<file path="config.mk">
export PLATFORM = sky130hd
export DESIGN_NAME = bru_top
export DESIGN_NICKNAME = d
export VERILOG_FILES = /design/src/hdl/bru_pkg.sv /design/src/hdl/branch_compare.sv /design/src/hdl/branch_unit.sv /design/src/hdl/bru_ctrl.sv /design/src/hdl/bru_top.sv
export VERILOG_INCLUDE_DIRS = /design/src /design/src/hdl
export SDC_FILE = /design/constraint.sdc
export NUM_CORES = 1
export LEC_CHECK = 0
export ABC_AREA = 1
export ABC_CLOCK_PERIOD_IN_PS = 11300
export BUFFER_PORTS_ARGS = -buffer_cell sky130_fd_sc_hd__buf_2
export CORE_UTILIZATION = 40
export DETAILED_ROUTE_END_ITERATION = 7
export GPL_TIMING_DRIVEN = 0
export PLACE_DENSITY = 0.63
export SYNTH_ARGS = -nofsm -noshare
export SYNTH_HDL_FRONTEND = slang
export SYNTH_SLANG_ARGS = --single-unit
</file>
<file path="constraint.sdc">
create_clock -name clk_i -period 11.3 [get_ports clk_i]
set_clock_uncertainty 0.2 [all_clocks]
set_input_delay 1.695 -clock clk_i [delete_from_list [all_inputs] [get_ports clk_i]]
set_output_delay 1.695 -clock clk_i [all_outputs]
set_load 0.005 [all_outputs]
</file>
<file path="src/hdl/bru_config.svh">
`ifndef BRU_CONFIG_SVH
`define BRU_CONFIG_SVH

// width of an instruction address in bits
`define BRU_VLEN 32

// width of a register operand and of a result in bits
`define BRU_XLEN 32

// set to 1 when the compressed extension is present
// with it, a target only has to be aligned to 2 bytes
// without it, 4 bytes are required
`define BRU_RVC 1

// set to 1 when a misaligned-target trap reports the faulting PC in tval
// with 0, tval stays zero
`define BRU_TVAL_EN 1

`endif

</file>
<file path="src/hdl/bru_pkg.sv">
`include "bru_config.svh"

package bru_pkg;

  // an instruction address as seen by the front end
  typedef logic [`BRU_VLEN-1:0] vaddr_t;

  // a register operand, an immediate or a written-back result
  typedef logic [`BRU_XLEN-1:0] xlen_t;

  // control-flow operations handled by the branch stage
  typedef enum logic [2:0] {
    BEQ,
    BNE,
    BLT,
    BGE,
    BLTU,
    BGEU,
    JAL,
    JALR
  } bru_op_e;

  // kind of control flow, both as predicted and as resolved
  // the predictor tables are updated according to this field
  typedef enum logic [2:0] {
    NoCF,
    Branch,
    Jump,
    JumpR,
    Return
  } cf_e;

  // one issued control-flow instruction
  typedef struct packed {
    bru_op_e op;
    xlen_t   operand_a;
    xlen_t   operand_b;
    xlen_t   imm;
    vaddr_t  pc;
    logic    is_compressed;
  } bru_issue_t;

  // what the front end guessed for this instruction
  typedef struct packed {
    cf_e    cf;
    vaddr_t predict_address;
  } branch_predict_t;

  // resolution sent back to the front end and the predictor
  typedef struct packed {
    logic   valid;
    vaddr_t pc;
    vaddr_t target_address;
    logic   is_taken;
    logic   is_mispredict;
    cf_e    cf_type;
  } bp_resolve_t;

  // synchronous exception raised by the stage
  typedef struct packed {
    logic  valid;
    xlen_t cause;
    xlen_t tval;
  } exception_t;

  // the stage runs normally or squashes wrong-path issues
  typedef enum logic {
    RUN,
    FLUSH
  } bru_state_e;

  // privileged spec cause code for a misaligned instruction address
  localparam xlen_t INSTR_ADDR_MISALIGNED = '0;

  // true for the six conditional branches, false for JAL and JALR
  function automatic logic op_is_branch(bru_op_e op);
    return op inside {BEQ, BNE, BLT, BGE, BLTU, BGEU};
  endfunction

endpackage

</file>
<file path="src/hdl/branch_compare.sv">
`timescale 1ns/10ps
`include "bru_config.svh"

module branch_compare (
  input  bru_pkg::bru_issue_t issue_i,
  output logic                comp_res_o
);

  // signed views of both operands for BLT and BGE
  logic signed [`BRU_XLEN-1:0] op_a_s;
  logic signed [`BRU_XLEN-1:0] op_b_s;

  assign op_a_s = $signed(issue_i.operand_a);
  assign op_b_s = $signed(issue_i.operand_b);

  // evaluate the branch condition selected by the operation
  always_comb begin : compare
    comp_res_o = 1'b0;
    case (issue_i.op)
      bru_pkg::BEQ: begin
        comp_res_o = (issue_i.operand_a == issue_i.operand_b);
      end
      bru_pkg::BNE: begin
        comp_res_o = (issue_i.operand_a != issue_i.operand_b);
      end
      // two's complement ordering
      bru_pkg::BLT: begin
        comp_res_o = (op_a_s < op_b_s);
      end
      bru_pkg::BGE: begin
        comp_res_o = (op_a_s >= op_b_s);
      end
      // plain magnitude ordering
      bru_pkg::BLTU: begin
        comp_res_o = (issue_i.operand_a < issue_i.operand_b);
      end
      bru_pkg::BGEU: begin
        comp_res_o = (issue_i.operand_a >= issue_i.operand_b);
      end
      // jumps are unconditional, so they always count as taken
      bru_pkg::JAL,
      bru_pkg::JALR: begin
        comp_res_o = 1'b1;
      end
      default: begin
        comp_res_o = 1'b0;
      end
    endcase
  end

endmodule

</file>
<file path="src/hdl/branch_unit.sv">
`timescale 1ns/10ps
`include "bru_config.svh"

module branch_unit (
  input  logic                     valid_i,
  input  bru_pkg::bru_issue_t      issue_i,
  input  bru_pkg::branch_predict_t predict_i,
  input  logic                     comp_res_i,
  output bru_pkg::xlen_t           branch_result_o,
  output bru_pkg::bp_resolve_t     resolved_branch_o,
  output logic                     resolve_branch_o,
  output bru_pkg::exception_t      branch_exception_o
);

  // base of the target sum, the register for JALR and the PC for the rest
  bru_pkg::vaddr_t jump_base;
  // computed destination if the control transfer is taken
  bru_pkg::vaddr_t target_address;
  // address of the following instruction, also the link value
  bru_pkg::vaddr_t next_pc;
  // set for the six conditional branches
  logic            is_branch;
  // set when control actually leaves the sequential path
  logic            jump_taken;
  // set when the target breaks the alignment rule
  logic            misaligned;

  assign is_branch = bru_pkg::op_is_branch(issue_i.op);

  assign jump_base = (issue_i.op == bru_pkg::JALR) ?
                     issue_i.operand_a[`BRU_VLEN-1:0] : issue_i.pc;

  // the instruction length decides how far the link address moves on
  assign next_pc = issue_i.pc + (issue_i.is_compressed ? bru_pkg::vaddr_t'(2) :
                                                         bru_pkg::vaddr_t'(4));

  // the immediate is sign extended, so plain wrap-around addition is enough
  always_comb begin : target_calc
    target_address = jump_base + issue_i.imm[`BRU_VLEN-1:0];
    // JALR drops the lowest bit of the sum
    if (issue_i.op == bru_pkg::JALR) begin
      target_address[0] = 1'b0;
    end
  end

  // the link address is what the unit writes back to rd
  assign branch_result_o = bru_pkg::xlen_t'(next_pc);

  // resolution and mispredict detection
  always_comb begin : mispredict_check
    resolve_branch_o                 = valid_i;
    resolved_branch_o.valid          = valid_i;
    resolved_branch_o.pc             = issue_i.pc;
    resolved_branch_o.target_address = '0;
    resolved_branch_o.is_taken       = 1'b0;
    resolved_branch_o.is_mispredict  = 1'b0;
    // by default the predicted kind is handed back unchanged
    resolved_branch_o.cf_type        = predict_i.cf;
    if (valid_i) begin
      // a not-taken branch falls through to the next instruction
      resolved_branch_o.target_address = comp_res_i ? target_address : next_pc;
      resolved_branch_o.is_taken       = comp_res_i;
      if (is_branch) begin
        // the direction predictor is right only if taken matches a Branch guess
        resolved_branch_o.cf_type       = bru_pkg::Branch;
        resolved_branch_o.is_mispredict = comp_res_i != (predict_i.cf == bru_pkg::Branch);
      end
      // a register jump needs both a prediction and the right address
      if (issue_i.op == bru_pkg::JALR &&
          (predict_i.cf == bru_pkg::NoCF ||
           target_address != predict_i.predict_address)) begin
        resolved_branch_o.is_mispredict = 1'b1;
        // returns live in the return stack, so the BTB is left alone for them
        if (predict_i.cf != bru_pkg::Return) begin
          resolved_branch_o.cf_type = bru_pkg::JumpR;
        end
      end
    end
  end

  // JAL and JALR always transfer control, a branch only when its condition holds
  assign jump_taken = !is_branch || comp_res_i;

  // bit 0 must be clear in any case, bit 1 as well when there are no 16-bit instructions
  assign misaligned = target_address[0] || ((`BRU_RVC == 0) && target_address[1]);

  always_comb begin : exception_check
    branch_exception_o.valid = valid_i && jump_taken && misaligned;
    branch_exception_o.cause = bru_pkg::INSTR_ADDR_MISALIGNED;
    // the faulting PC goes into tval only if trap values are enabled
    branch_exception_o.tval  = (`BRU_TVAL_EN != 0) ? bru_pkg::xlen_t'(issue_i.pc) : '0;
  end

endmodule

</file>
<file path="src/hdl/bru_ctrl.sv">
`timescale 1ns/10ps
`include "bru_config.svh"

module bru_ctrl (
  input  logic                     clk_i,
  input  logic                     rst_i,
  input  logic                     issue_valid_i,
  input  bru_pkg::bru_issue_t      issue_i,
  input  bru_pkg::branch_predict_t predict_i,
  input  bru_pkg::bp_resolve_t     resolved_branch_i,
  input  logic                     resolve_branch_i,
  input  bru_pkg::xlen_t           branch_result_i,
  input  bru_pkg::exception_t      branch_exception_i,
  output logic                     s2_valid_o,
  output bru_pkg::bru_issue_t      s2_issue_o,
  output bru_pkg::branch_predict_t s2_predict_o,
  output logic                     resolve_o,
  output bru_pkg::bp_resolve_t     resolved_branch_o,
  output bru_pkg::xlen_t           branch_result_o,
  output bru_pkg::exception_t      branch_exception_o
);

  bru_pkg::bru_state_e state_q;
  bru_pkg::bru_state_e state_d;

  // stage 2 holds a mispredicted instruction in this cycle
  logic mispredict;
  // the current issue strobe is on the correct path and is taken in
  logic accept;

  assign mispredict = resolved_branch_i.valid && resolved_branch_i.is_mispredict;

  // the first wrong-path issue arrives together with the mispredict,
  // the second one during the single FLUSH cycle that follows
  assign accept = issue_valid_i && !mispredict && (state_q == bru_pkg::RUN);

  // flush state machine
  always_comb begin : flush_fsm
    state_d = state_q;
    case (state_q)
      bru_pkg::RUN: begin
        if (mispredict) begin
          state_d = bru_pkg::FLUSH;
        end
      end
      // one cycle is enough to cover the redirect latency of the front end
      bru_pkg::FLUSH: begin
        state_d = bru_pkg::RUN;
      end
      default: begin
        state_d = bru_pkg::RUN;
      end
    endcase
  end

  always_ff @(posedge clk_i) begin : state_reg
    if (rst_i) begin
      state_q <= bru_pkg::RUN;
    end else begin
      state_q <= state_d;
    end
  end

  // stage 2 is empty after reset and then holds each accepted issue for one cycle
  always_ff @(posedge clk_i) begin : s2_valid_reg
    if (rst_i) begin
      s2_valid_o <= 1'b0;
    end else begin
      s2_valid_o <= accept;
    end
  end

  // the stage 2 payload follows every accepted issue and keeps its value otherwise
  always_ff @(posedge clk_i) begin : s2_payload_reg
    if (accept) begin
      s2_issue_o   <= issue_i;
      s2_predict_o <= predict_i;
    end
  end

  // the output register reloads on every edge so that a resolution shows for one cycle
  always_ff @(posedge clk_i) begin : out_reg
    if (rst_i) begin
      resolve_o          <= 1'b0;
      resolved_branch_o  <= '0;
      branch_result_o    <= '0;
      branch_exception_o <= '0;
    end else begin
      resolve_o          <= resolve_branch_i;
      resolved_branch_o  <= resolved_branch_i;
      branch_result_o    <= branch_result_i;
      branch_exception_o <= branch_exception_i;
    end
  end

endmodule

</file>
<file path="src/hdl/bru_top.sv">
`timescale 1ns/10ps
`include "bru_config.svh"

module bru_top (
  input  logic                     clk_i,
  input  logic                     rst_i,
  input  logic                     issue_valid_i,
  input  bru_pkg::bru_issue_t      issue_i,
  input  bru_pkg::branch_predict_t predict_i,
  output logic                     resolve_o,
  output bru_pkg::bp_resolve_t     resolved_branch_o,
  output bru_pkg::xlen_t           branch_result_o,
  output bru_pkg::exception_t      branch_exception_o
);

  // registered instruction that is being resolved in stage 2
  logic                     s2_valid;
  bru_pkg::bru_issue_t      s2_issue;
  bru_pkg::branch_predict_t s2_predict;

  // condition outcome of the instruction in stage 2
  logic                     comp_res;

  // unregistered results heading back into the control block
  bru_pkg::bp_resolve_t     unit_resolved;
  logic                     unit_resolve;
  bru_pkg::xlen_t           unit_result;
  bru_pkg::exception_t      unit_exception;

  // issue register, flush handling and output register
  bru_ctrl i_bru_ctrl (
    .clk_i              (clk_i),
    .rst_i              (rst_i),
    .issue_valid_i      (issue_valid_i),
    .issue_i            (issue_i),
    .predict_i          (predict_i),
    .resolved_branch_i  (unit_resolved),
    .resolve_branch_i   (unit_resolve),
    .branch_result_i    (unit_result),
    .branch_exception_i (unit_exception),
    .s2_valid_o         (s2_valid),
    .s2_issue_o         (s2_issue),
    .s2_predict_o       (s2_predict),
    .resolve_o          (resolve_o),
    .resolved_branch_o  (resolved_branch_o),
    .branch_result_o    (branch_result_o),
    .branch_exception_o (branch_exception_o)
  );

  // operand comparison
  branch_compare i_branch_compare (
    .issue_i    (s2_issue),
    .comp_res_o (comp_res)
  );

  // target, link, mispredict and alignment check
  branch_unit i_branch_unit (
    .valid_i            (s2_valid),
    .issue_i            (s2_issue),
    .predict_i          (s2_predict),
    .comp_res_i         (comp_res),
    .branch_result_o    (unit_result),
    .resolved_branch_o  (unit_resolved),
    .resolve_branch_o   (unit_resolve),
    .branch_exception_o (unit_exception)
  );

endmodule

</file>
# Yosys cells after proc, flatten, opt, wreduce, memory -nomap -nowiden
# Cells that the tools add are included.
# Widths: inputs -> output; s select.
totals:
  regBits: 272
  input_bits: 170
  out_inout_bits: 168
  word_cells: 65
op_classes:
  add_sub_neg: 2
  n_lt_le_gt_ge: 4
  eq_ne: 13
  mux: 11
  bitwise_logic: 2
  n_reduce_logical: 15
op_table:
  columns: ["operator", "n"]
  rows:
  - ["$add 32x32->32", 2]
  - ["$ge 32x32->1", 2]
  - ["$lt 32x32->1", 2]
  - ["$mux 32", 2]
  - ["$ne 32x32->1", 2]
  - ["$eq 32x32->1", 1]
  - ["$eq 3x3->1 const B", 4]
  - ["$mux 4", 3]
  - ["$pmux 1 s7", 1]
  - ["$eq 3x1->1 const B", 2]
  - ["$eq 3x2->1 const B", 2]
  - ["$logic_and 1x1->1", 6]
  - ["$logic_not 3->1", 2]
  - ["$mux 3", 2]
  - ["$reduce_bool 6->1", 1]
  - ["$reduce_or 2->1", 2]
  - ["$ne 3x3->1 const B", 1]
  - ["$logic_not 1->1", 2]
  - ["$logic_or 1x1->1", 2]
  - ["$mux 1", 2]
  - ["$not 1->1", 2]
  - ["$pmux 1 s2", 1]
  - ["$ne 1x1->1", 1]

# Depth between registers and ports, before layout
# Gate-level depths: netlist of run 1.
logic_depth:
  depth_word: 13
  depth_mapped: 31
  mapped_depth_nobuf: 29

# By module
# A second synthesis of run 1 with hierarchy kept.
unflattened:
  hier_cells: 1988
  hier_area_um2: 16619.7
by_module_without_submodules:
  columns: ["mod", "n_inst", "cells_per_inst", "area_per_inst_um2", "seq_area_each_um2"]
  rows:
  - ["bru_ctrl", 1, 698, 9870.7, 8418.1]
  - ["branch_unit", 1, 1121, 5725.5, 0.0]
  - ["branch_compare", 1, 169, 1023.5, 0.0]

# Worst setup path before layout of run 1
# Ideal clock, no wire load.
synth_path:
  kind: "reg2reg"
  start: "reg i_bru_ctrl.s2_issue_o[131] in the netlist's numbering"
  end: "reg i_bru_ctrl.s2_issue_o[0] in the netlist's numbering, enable pin"
  setup_time_ns: 0.520
  arrival_ns: 6.451
  required_time_ns: 10.580
  setup_slack_ns: 4.129
  stages_incl_launch_ff: 29
  path_buffers: 2
  period_less_slack_ns: 7.171
  cell_sequence: "edfxtp_1 -> nand2_2 -> inv_2 -> nand2_4 -> inv_1 -> clkbuf_1 -> buf_1 -> nand2_1 -> o21ai_0 -> ha_1 -> nand2_1 -> inv_1 -> nand2_1 -> nand2_1 -> nand2_1 -> nand2_1 -> a21oi_1 -> nand3_1 -> nand3_1 -> nand2_1 -> nor2_1 -> nand2_1 -> nor2_1 -> nand4_1 -> nand2_1 -> nand2_1 -> nand2_2 -> nand2_2 -> inv_1"
synth_via:
  elab_chain_len: 13
  elab_cells_between_ends: 25
  classes_between: "add/sub (1); eq/ne (9); mux (6); reduce/logical (9)"
synth_lines:
  columns: ["item", "line", "source"]
  rows:
  - ["start, declared", "bru_ctrl.sv:15", "output bru_pkg::bru_issue_t s2_issue_o,"]
  - ["start signal, assigned", "bru_ctrl.sv:76", "s2_issue_o <= issue_i;"]
  - ["$eq 3x3->1", null, null]
  - ["$mux 32", "branch_unit.sv:30", "assign jump_base = (issue_i.op == bru_pkg::JALR) ?"]
  - ["$add 32x32->32", "branch_unit.sv:39", "target_address = jump_base + issue_i.imm[`BRU_VLEN-1:0];"]
  - ["$mux 1", "branch_unit.sv:41", "if (issue_i.op == bru_pkg::JALR) begin"]
  - ["$ne 32x32->1", "branch_unit.sv:71", "target_address != predict_i.predict_address)) begin"]
  - ["$logic_or 1x1->1", "branch_unit.sv:70", "(predict_i.cf == bru_pkg::NoCF ||"]
  - ["$logic_and 1x1->1", "branch_unit.sv:69", "if (issue_i.op == bru_pkg::JALR &&"]
  - ["$mux 4 (*)", "branch_unit.sv:69", null]
  - ["$mux 4 (*)", "branch_unit.sv:59", "if (valid_i) begin"]
  - ["$logic_and 1x1->1 (*)", "bru_ctrl.sv:31", "assign mispredict = resolved_branch_i.valid && resolved_branch_i.is_mispredict;"]
  - ["$logic_not 1->1 (*)", "bru_ctrl.sv:35", "assign accept = issue_valid_i && !mispredict && (state_q == bru_pkg::RUN);"]
  - ["$logic_and 1x1->1 (*) (2 in a row)", "bru_ctrl.sv:35", null]
  - ["named net i_bru_ctrl.accept", "bru_ctrl.sv:29", "logic accept;"]
# The timed path passes the listed nets; every way through them passes the cells marked *.
# A chain may end at the register's enable or synchronous reset.

# Final worst setup path of run 1
layout_path:
  start: "reg i_bru_ctrl.s2_issue_o[131] in the netlist's numbering"
  end: "reg i_bru_ctrl.s2_predict_o[20] in the netlist's numbering, enable pin"
layout_via:
  elab_chain_len: 13
  elab_cells_between_ends: 25
  classes_between: "add/sub (1); eq/ne (9); mux (6); reduce/logical (9)"
layout_lines:
  columns: ["item", "line", "source"]
  rows:
  - ["$eq 3x3->1", null, null]
  - ["$mux 32", "branch_unit.sv:30", null]
  - ["$add 32x32->32", "branch_unit.sv:39", null]
  - ["$mux 1", "branch_unit.sv:41", null]
  - ["$ne 32x32->1", "branch_unit.sv:71", null]
  - ["$logic_or 1x1->1", "branch_unit.sv:70", null]
  - ["$logic_and 1x1->1", "branch_unit.sv:69", null]
  - ["$mux 4 (*)", "branch_unit.sv:69", null]
  - ["$mux 4 (*)", "branch_unit.sv:59", null]
  - ["$logic_and 1x1->1 (*)", "bru_ctrl.sv:31", null]
  - ["$logic_not 1->1 (*)", "bru_ctrl.sv:35", null]
  - ["$logic_and 1x1->1 (*) (2 in a row)", "bru_ctrl.sv:35", null]
  - ["named net i_bru_ctrl.accept", "bru_ctrl.sv:29", null]
  - ["end signal, assigned", "bru_ctrl.sv:77", "s2_predict_o <= predict_i;"]
  - ["end, declared", "bru_ctrl.sv:16", "output bru_pkg::branch_predict_t s2_predict_o,"]
# Marks and branches as above.

==> impl_metrics.ini, run 1 <==
[run_status]
status = complete, no violations

[worst_setup_path]
worstSetupStartpointType = register
crit_required_ps = 11310
arrival_ps = 6470
r2r_end = i_bru_ctrl.s2_predict_o[20]
path_depth = 29
crit_buf_inv = 7
rrSetupSlack_ps = 4840
cp_slowest_cell = edfxtp_1
worst_setup_path_end_kind = register
critical_path.top_delay_family = simple AND/OR/NAND/NOR gates
path_max_fanout = 86
setup.worst_path.start = i_bru_ctrl.s2_issue_o[131]
cp_common_cell = nand2_1
max_stage_delay_ps = 470
r2r_cells = 29
critPathKind = reg -> reg
crit_end = i_bru_ctrl.s2_predict_o[20]
rr_startpoint = i_bru_ctrl.s2_issue_o[131]

[floorplan]
die_x_um = 188
start_util_pct = 41.0
coreArea_um2 = 33900
rows = 67
pin_count = 338
die_height_um = 188
die_area_um2 = 35500

[grt]
grt_max_degree = 87
grt_pass1_vias = 10718
gr-total-overflow = 0
grt_use_total_pct = 23.2
antenna_found_initial = 3
grt_pass1_wl_mm = 61.6

[synth]
synth_warnings = 0
ys_seq_area_share_pct = 51.1
synthSimpleGateAreaFrac_pct = 23.3
synth-seq-cells = 271
synth_compound_area_share_pct = 4.60
synth_mux_area_share_pct = 0
netlist.area_leader.share_pct = 36.1
synth_cell_type_count = 43
synth_top_family_by_area = simple AND/OR/NAND/NOR gates
synth_xor_area_share_pct = 3.17
synth_fa_ha_area_share_pct = 6.50
netlist_instances = 1583
avgSynthCellArea_um2 = 8.78
yosysTopAreaCell = edfxtp_1
mappedNetlistArea_um2 = 13900
ys_top_cells_by_area = edfxtp_1 (36%), dfxtp_1 (15%), nand2_1 (11%), inv_1 (6.9%), ha_1 (6.2%)

[timing]
setup_viol_count_final = 0
final_max_slew_viol_count = 0
fmax_ghz = 0.155
final-hold-violation-count = 0
setup_tns_ps = 0
period_needed_ps = 6460
period_share_pct = 57.1
relSlewSlack_pct = 50.3
worst_pin_slew_ps = 745
layout_setup_ws_ps = 4840
rsz0062_at_grt = no

[clock_tree]
tritoncts = done
clock_latency_ps = 600
cts.sinks = 271
numCtsBuffers = 30
post-cts-setup-buffers = 0
ctsResizeCount = 0
root_buffer = clkbuf_16
clk_path_buf_depth = 3
htreeDepth = 1
clk_pin_slew_ps = 60
postCtsHoldBufs = 0

[drt]
wl_per_cell_um = 17.3
dr.pass1.iters = 5
drt_iter0_markers = 622
viasPerCell = 4.67
drc_errors = 0
ant_nets = 0
routed_wl_mm = 41.9
vias = 11322

[cells_and_area]
drive_gt1_share_pct = 25.7
area_growth_pct = 23.7
final_util_pct = 50.8
fin_area_um2 = 17200
nets = 2192

[pwr]
irDropWorstVdd_mv = 0.114
p_per_area_nw_per_um2 = 162
p_leak_nw = 8.69

[placement]
place_area_um2 = 16100
place_congestion = 0.912
numPortBuffers = 304
preCtsSetupSlack_ps = 4910
dpl.hpwl_mm = 33.9

[hold_path]
hp-class = reg -> reg

[run]
cap_viol_max_count = 0
## metal layers
layer	track usage, %	part of all wire [%]	vias up
met5	0	0.057	-
met4	4.87	1.9	4
met3	3.13	5.5	52
met2	39.2	47	332
met1	31.7	45	5206
li1	-	-	5728
## layout by cell type (no fill, tap or decap), types with 7 or more instances in the layout
master and instances:
o21ai_0 39, nand3_1 81, a21oi_1 38, nor2_1 124, edfxtp_1 167, inv_2 10
ha_1 69, nand2_1 391, conb_1 32, nand4_1 22, nand3b_1 17, nor3_1 18
inv_1 254, buf_2 311, xnor2_1 7, nor2_2 21, buf_4 67, xor2_1 33
clkbuf_8 7, o22ai_1 20, o21ai_1 9, dfxtp_1 104, nand2_2 30, clkbuf_1 22
clkbuf_16 31
## power breakdown
part	total (W)	leakage [nW]	internal, W	switching, W
Sequential	0.00117	2.47	0.00113	0.0000389
Combinational	0.000587	5.70	0.000215	0.000372
Clock	0.00102	0.514	0.000620	0.000401
Total	0.00278	8.69	0.00197	0.000812
## cell usage after synthesis
library cell / count
fa_1: 2
o21a_1: 1
nand2_2: 30
and2_4: 1
nor4_2: 1
nand2_4: 1
o21bai_1: 1
a21oi_2: 1
buf_2: 7
nand2_1: 391
nor2_1: 124
nor3_2: 5
o211ai_1: 1
xnor3_1: 4
xor2_1: 33
buf_1: 1
xnor2_1: 7
a22oi_1: 1
a21boi_0: 2
o21ai_0: 39
o21ai_1: 9
buf_4: 67
edfxtp_1: 167
conb_1: 1
and3_1: 1
nor3_1: 18
a31oi_1: 2
o22ai_1: 20
clkbuf_1: 12
inv_2: 10
ha_1: 69
a21oi_1: 38
nand3_1: 81
nor2_2: 21
nand3_2: 4
dfxtp_1: 104
nand4_1: 22
o21ai_2: 2
nor2_4: 5
nand4_2: 1
and2_1: 4
nand3b_1: 17
inv_1: 255
## cell type report
type                    count  area (um2)
diodes                      1        2.50
flip-flops and latches    271        7100
fillers                  3276       16700
clock buffers              48         910
clock inverters             8         144
multi-input cells         991        5340
plain buffers              87         587
well taps                 448         561
repair buffers            305        1550
inverters                 265        1000
## through the flow
step | instances | hold WS, ps | total power [W]
2_1_floorplan | 1614 | 197 | 0.00158
3_3_place_gp | 2366 | 206 | 0.00178
3_5_place_dp | 2367 | 212 | 0.00178
4_1_cts | 2423 | 223 | 0.00280
5_1_grt | 2424 | 263 | 0.00292
6_report | 2424 | 223 | 0.00278
## worst min path at each step
stage,from,endpoint,slack (ps),cells after the start
finish,i_bru_ctrl.state_q,i_bru_ctrl.state_q,220,1
global route,i_bru_ctrl.state_q,i_bru_ctrl.state_q,260,1
CTS,i_bru_ctrl.state_q,i_bru_ctrl.state_q,220,1
detailed placement,i_bru_ctrl.state_q,i_bru_ctrl.state_q,210,1
global placement,i_bru_ctrl.state_q,i_bru_ctrl.state_q,210,1
floorplan,i_bru_ctrl.state_q,i_bru_ctrl.state_q,200,1
## registers in the layout (all words and copies together), names as in the netlist
name / flops
i_bru_ctrl.s2_predict_o: 35
i_bru_ctrl.branch_result_o: 32
i_bru_ctrl.resolved_branch_o: 68
i_bru_ctrl.s2_issue_o: 132
i_bru_ctrl.branch_exception_o: 1
i_bru_ctrl.state_q: 1
i_bru_ctrl.s2_valid_o: 1
i_bru_ctrl.resolve_o: 1
## logic make-up (layout without fill, tap and decap cells)
logic type      count (synthesis)  count (layout)
flops                         271             271
xor+xnor                       44              44
other cells                     1              33
simple gates                  727             727
fa+ha+maj                      71              71
buf+inv                       352             713
compound gates                117             117
Power figures use the tool's default switching activity.
==> inputs of run 2 (changes only) <==
- ABC_CLOCK_PERIOD_IN_PS: 11300 -> 5500
- PLACE_DENSITY: 0.63 -> 0.65
- clock period: 11.3 -> 5.5 ns (I/O delays scaled with it)
==> impl_metrics.ini, run 2 (synthesis results as in run 1) <==
[run_status]
status = complete, no violations

[floorplan]
die_height_um = 188
pin_count = 338
die_x_um = 188
coreArea_um2 = 33900
rows = 67
die_area_um2 = 35500
start_util_pct = 41.0

[clock_tree]
cts.sinks = 271
clock_latency_ps = 590
htreeDepth = 1
root_buffer = clkbuf_16
clk_path_buf_depth = 3
clk_pin_slew_ps = 60
postCtsHoldBufs = 0
tritoncts = done
numCtsBuffers = 31

[timing]
fmax_ghz = 0.192
period_needed_ps = 5220
worst_pin_slew_ps = 744
setup_viol_count_final = 0
final-hold-violation-count = 0
relSlewSlack_pct = 50.4
final_max_slew_viol_count = 0
rsz0062_at_grt = no
period_share_pct = 94.8

[worst_setup_path]
cp_slowest_cell = o21ai_0
critPathKind = reg -> reg
r2r_end = i_bru_ctrl.s2_issue_o[43]
path_max_fanout = 18
worst_setup_path_end_kind = register
crit_required_ps = 5600
worstSetupStartpointType = register
r2r_cells = 32
max_stage_delay_ps = 490
rrSetupSlack_ps = 280
arrival_ps = 5320
cp_common_cell = nand2_1
rr_startpoint = i_bru_ctrl.s2_issue_o[130]

[drt]
wl_per_cell_um = 17.4
drt_iter0_markers = 821
routed_wl_mm = 42.5
vias = 11490
dr.pass1.iters = 7
viasPerCell = 4.71
drc_errors = 0
ant_nets = 0

[pwr]
finalPower_w = 0.00569
seqPwrFrac_pct = 42.3
p_int_w = 0.00399
p_comb_share_pct = 22.2
p_leak_nw = 8.78
p_per_area_nw_per_um2 = 326
irDropWorstVdd_mv = 0.271
net-switching-power_w = 0.00171
pwr-share-clk_pct = 35.4
sw_frac_of_total_pct = 30.0

[hold_path]
hp-class = in -> reg
min_from = issue_i[15]
holdPathEnd = i_bru_ctrl.s2_issue_o[15]
whs_path_depth = 1

[grt]
antenna_found_initial = 3
grt_use_total_pct = 23.3
grt_pass1_wl_mm = 61.8
grt_max_degree = 57
gr-total-overflow = 0
grt_pass1_vias = 10816

[cells_and_area]
nets = 2208
final_util_pct = 51.5
fillCellCount = 3241
instances_no_fill = 2441
final_cell_mix = nand2_1 (387), buf_2 (311), inv_1 (253), edfxtp_1 (167), nor2_1 (120)
final_common_cell = nand2_1
largest-register = i_bru_ctrl.s2_issue_o
largest_reg_flops = 132
drive_gt1_share_pct = 27.7
largestRegisters = i_bru_ctrl.s2_issue_o (132), i_bru_ctrl.resolved_branch_o (68), i_bru_ctrl.s2_predict_o (35)
fin_area_um2 = 17500
area_growth_pct = 25.6

[run]
cap_viol_max_count = 0

[placement]
post-place-cells = 2371
place_area_um2 = 16300
place_congestion = 0.901
dpl.hpwl_mm = 34.1
numPortBuffers = 304
==> run 2: cell type report <==
class                           count  area, um2  area share [%]
Clock buffer                       44        855            4.90
Multi-Input combinational cell    991       5420            31.0
Antenna cell                        1       2.50          0.0143
Timing Repair inverter              1       5.00          0.0287
Clock inverter                     14        144           0.824
Inverter                          265       1000            5.73
Sequential cell                   271       7100            40.7
Buffer                             87        614            3.52
Tap cell                          448        561            3.21
Timing Repair Buffer              319       1760            10.1
==> run 2: repair_timing <==
| item | CTS | global route |
|---|---|---|
| buffers inserted | 2 | 6 |
| hold endpoints to repair | 0 | 0 |
| gates resized for setup | 6 | 10 |
| cloned | 2 | 2 |
| endpoints found under the setup margin | 146 | 157 |
| pin swaps | 1 | 3 |
==> run 2: metal layers <==
layer / track usage, % / part of all wire [%] / vias up
met5: 0 / 0.075 / -
met4: 7.97 / 3.5 / 4
met3: 3.86 / 6.4 / 80
met2: 38.3 / 47 / 404
met1: 31.1 / 43 / 5252
li1: - / - / 5750
==> run 2: worst max-delay path, delay by kind of cell, from the launching register on <==
family	cells	cell delay, ps
buffers and inverters	10	1480
AND/OR/NAND/NOR	20	1900
AO/OA/AOI/OAI	1	490
adder cells (fa/ha/maj)	1	420
flip-flops	1	440
==> run 2: worst max path at each step <==
stage / start / to / slack, ps / cells after the start
after CTS: i_bru_ctrl.s2_issue_o[131] / i_bru_ctrl.s2_issue_o[43] / 3 / 32
after global placement: i_bru_ctrl.s2_issue_o[131] / i_bru_ctrl.s2_predict_o[28] / -2770 / 26
after global routing: i_bru_ctrl.s2_issue_o[130] / i_bru_ctrl.s2_issue_o[40] / 8 / 31
after floorplan: i_bru_ctrl.s2_issue_o[131] / i_bru_ctrl.s2_issue_o[0] / -410 / 29
final: i_bru_ctrl.s2_issue_o[130] / i_bru_ctrl.s2_issue_o[43] / 280 / 32
after detailed placement: i_bru_ctrl.s2_issue_o[131] / i_bru_ctrl.s2_predict_o[28] / -600 / 29
==> run 2: power groups by stage <==
stage	sequential, W	clock, W	combinational (W)
after CTS	0.00241	0.00205	0.00124
final	0.00241	0.00202	0.00127
after detailed placement	0.00245	0	0.00122
after floorplan	0.00244	0	0.000809
after global routing	0.00242	0.00214	0.00142
after global placement	0.00247	0	0.00119
==> run 2: per-stage QoR <==
stage / hold WS (ps) / setup TNS (ps) / setup WS, ps
final: 207 / 0 / 284
after global routing: 184 / 0 / 7.76
after CTS: 181 / 0 / 2.59
after detailed placement: 220 / -48980 / -602
after global placement: 207 / -458690 / -2770
after floorplan: 197 / -67870 / -406
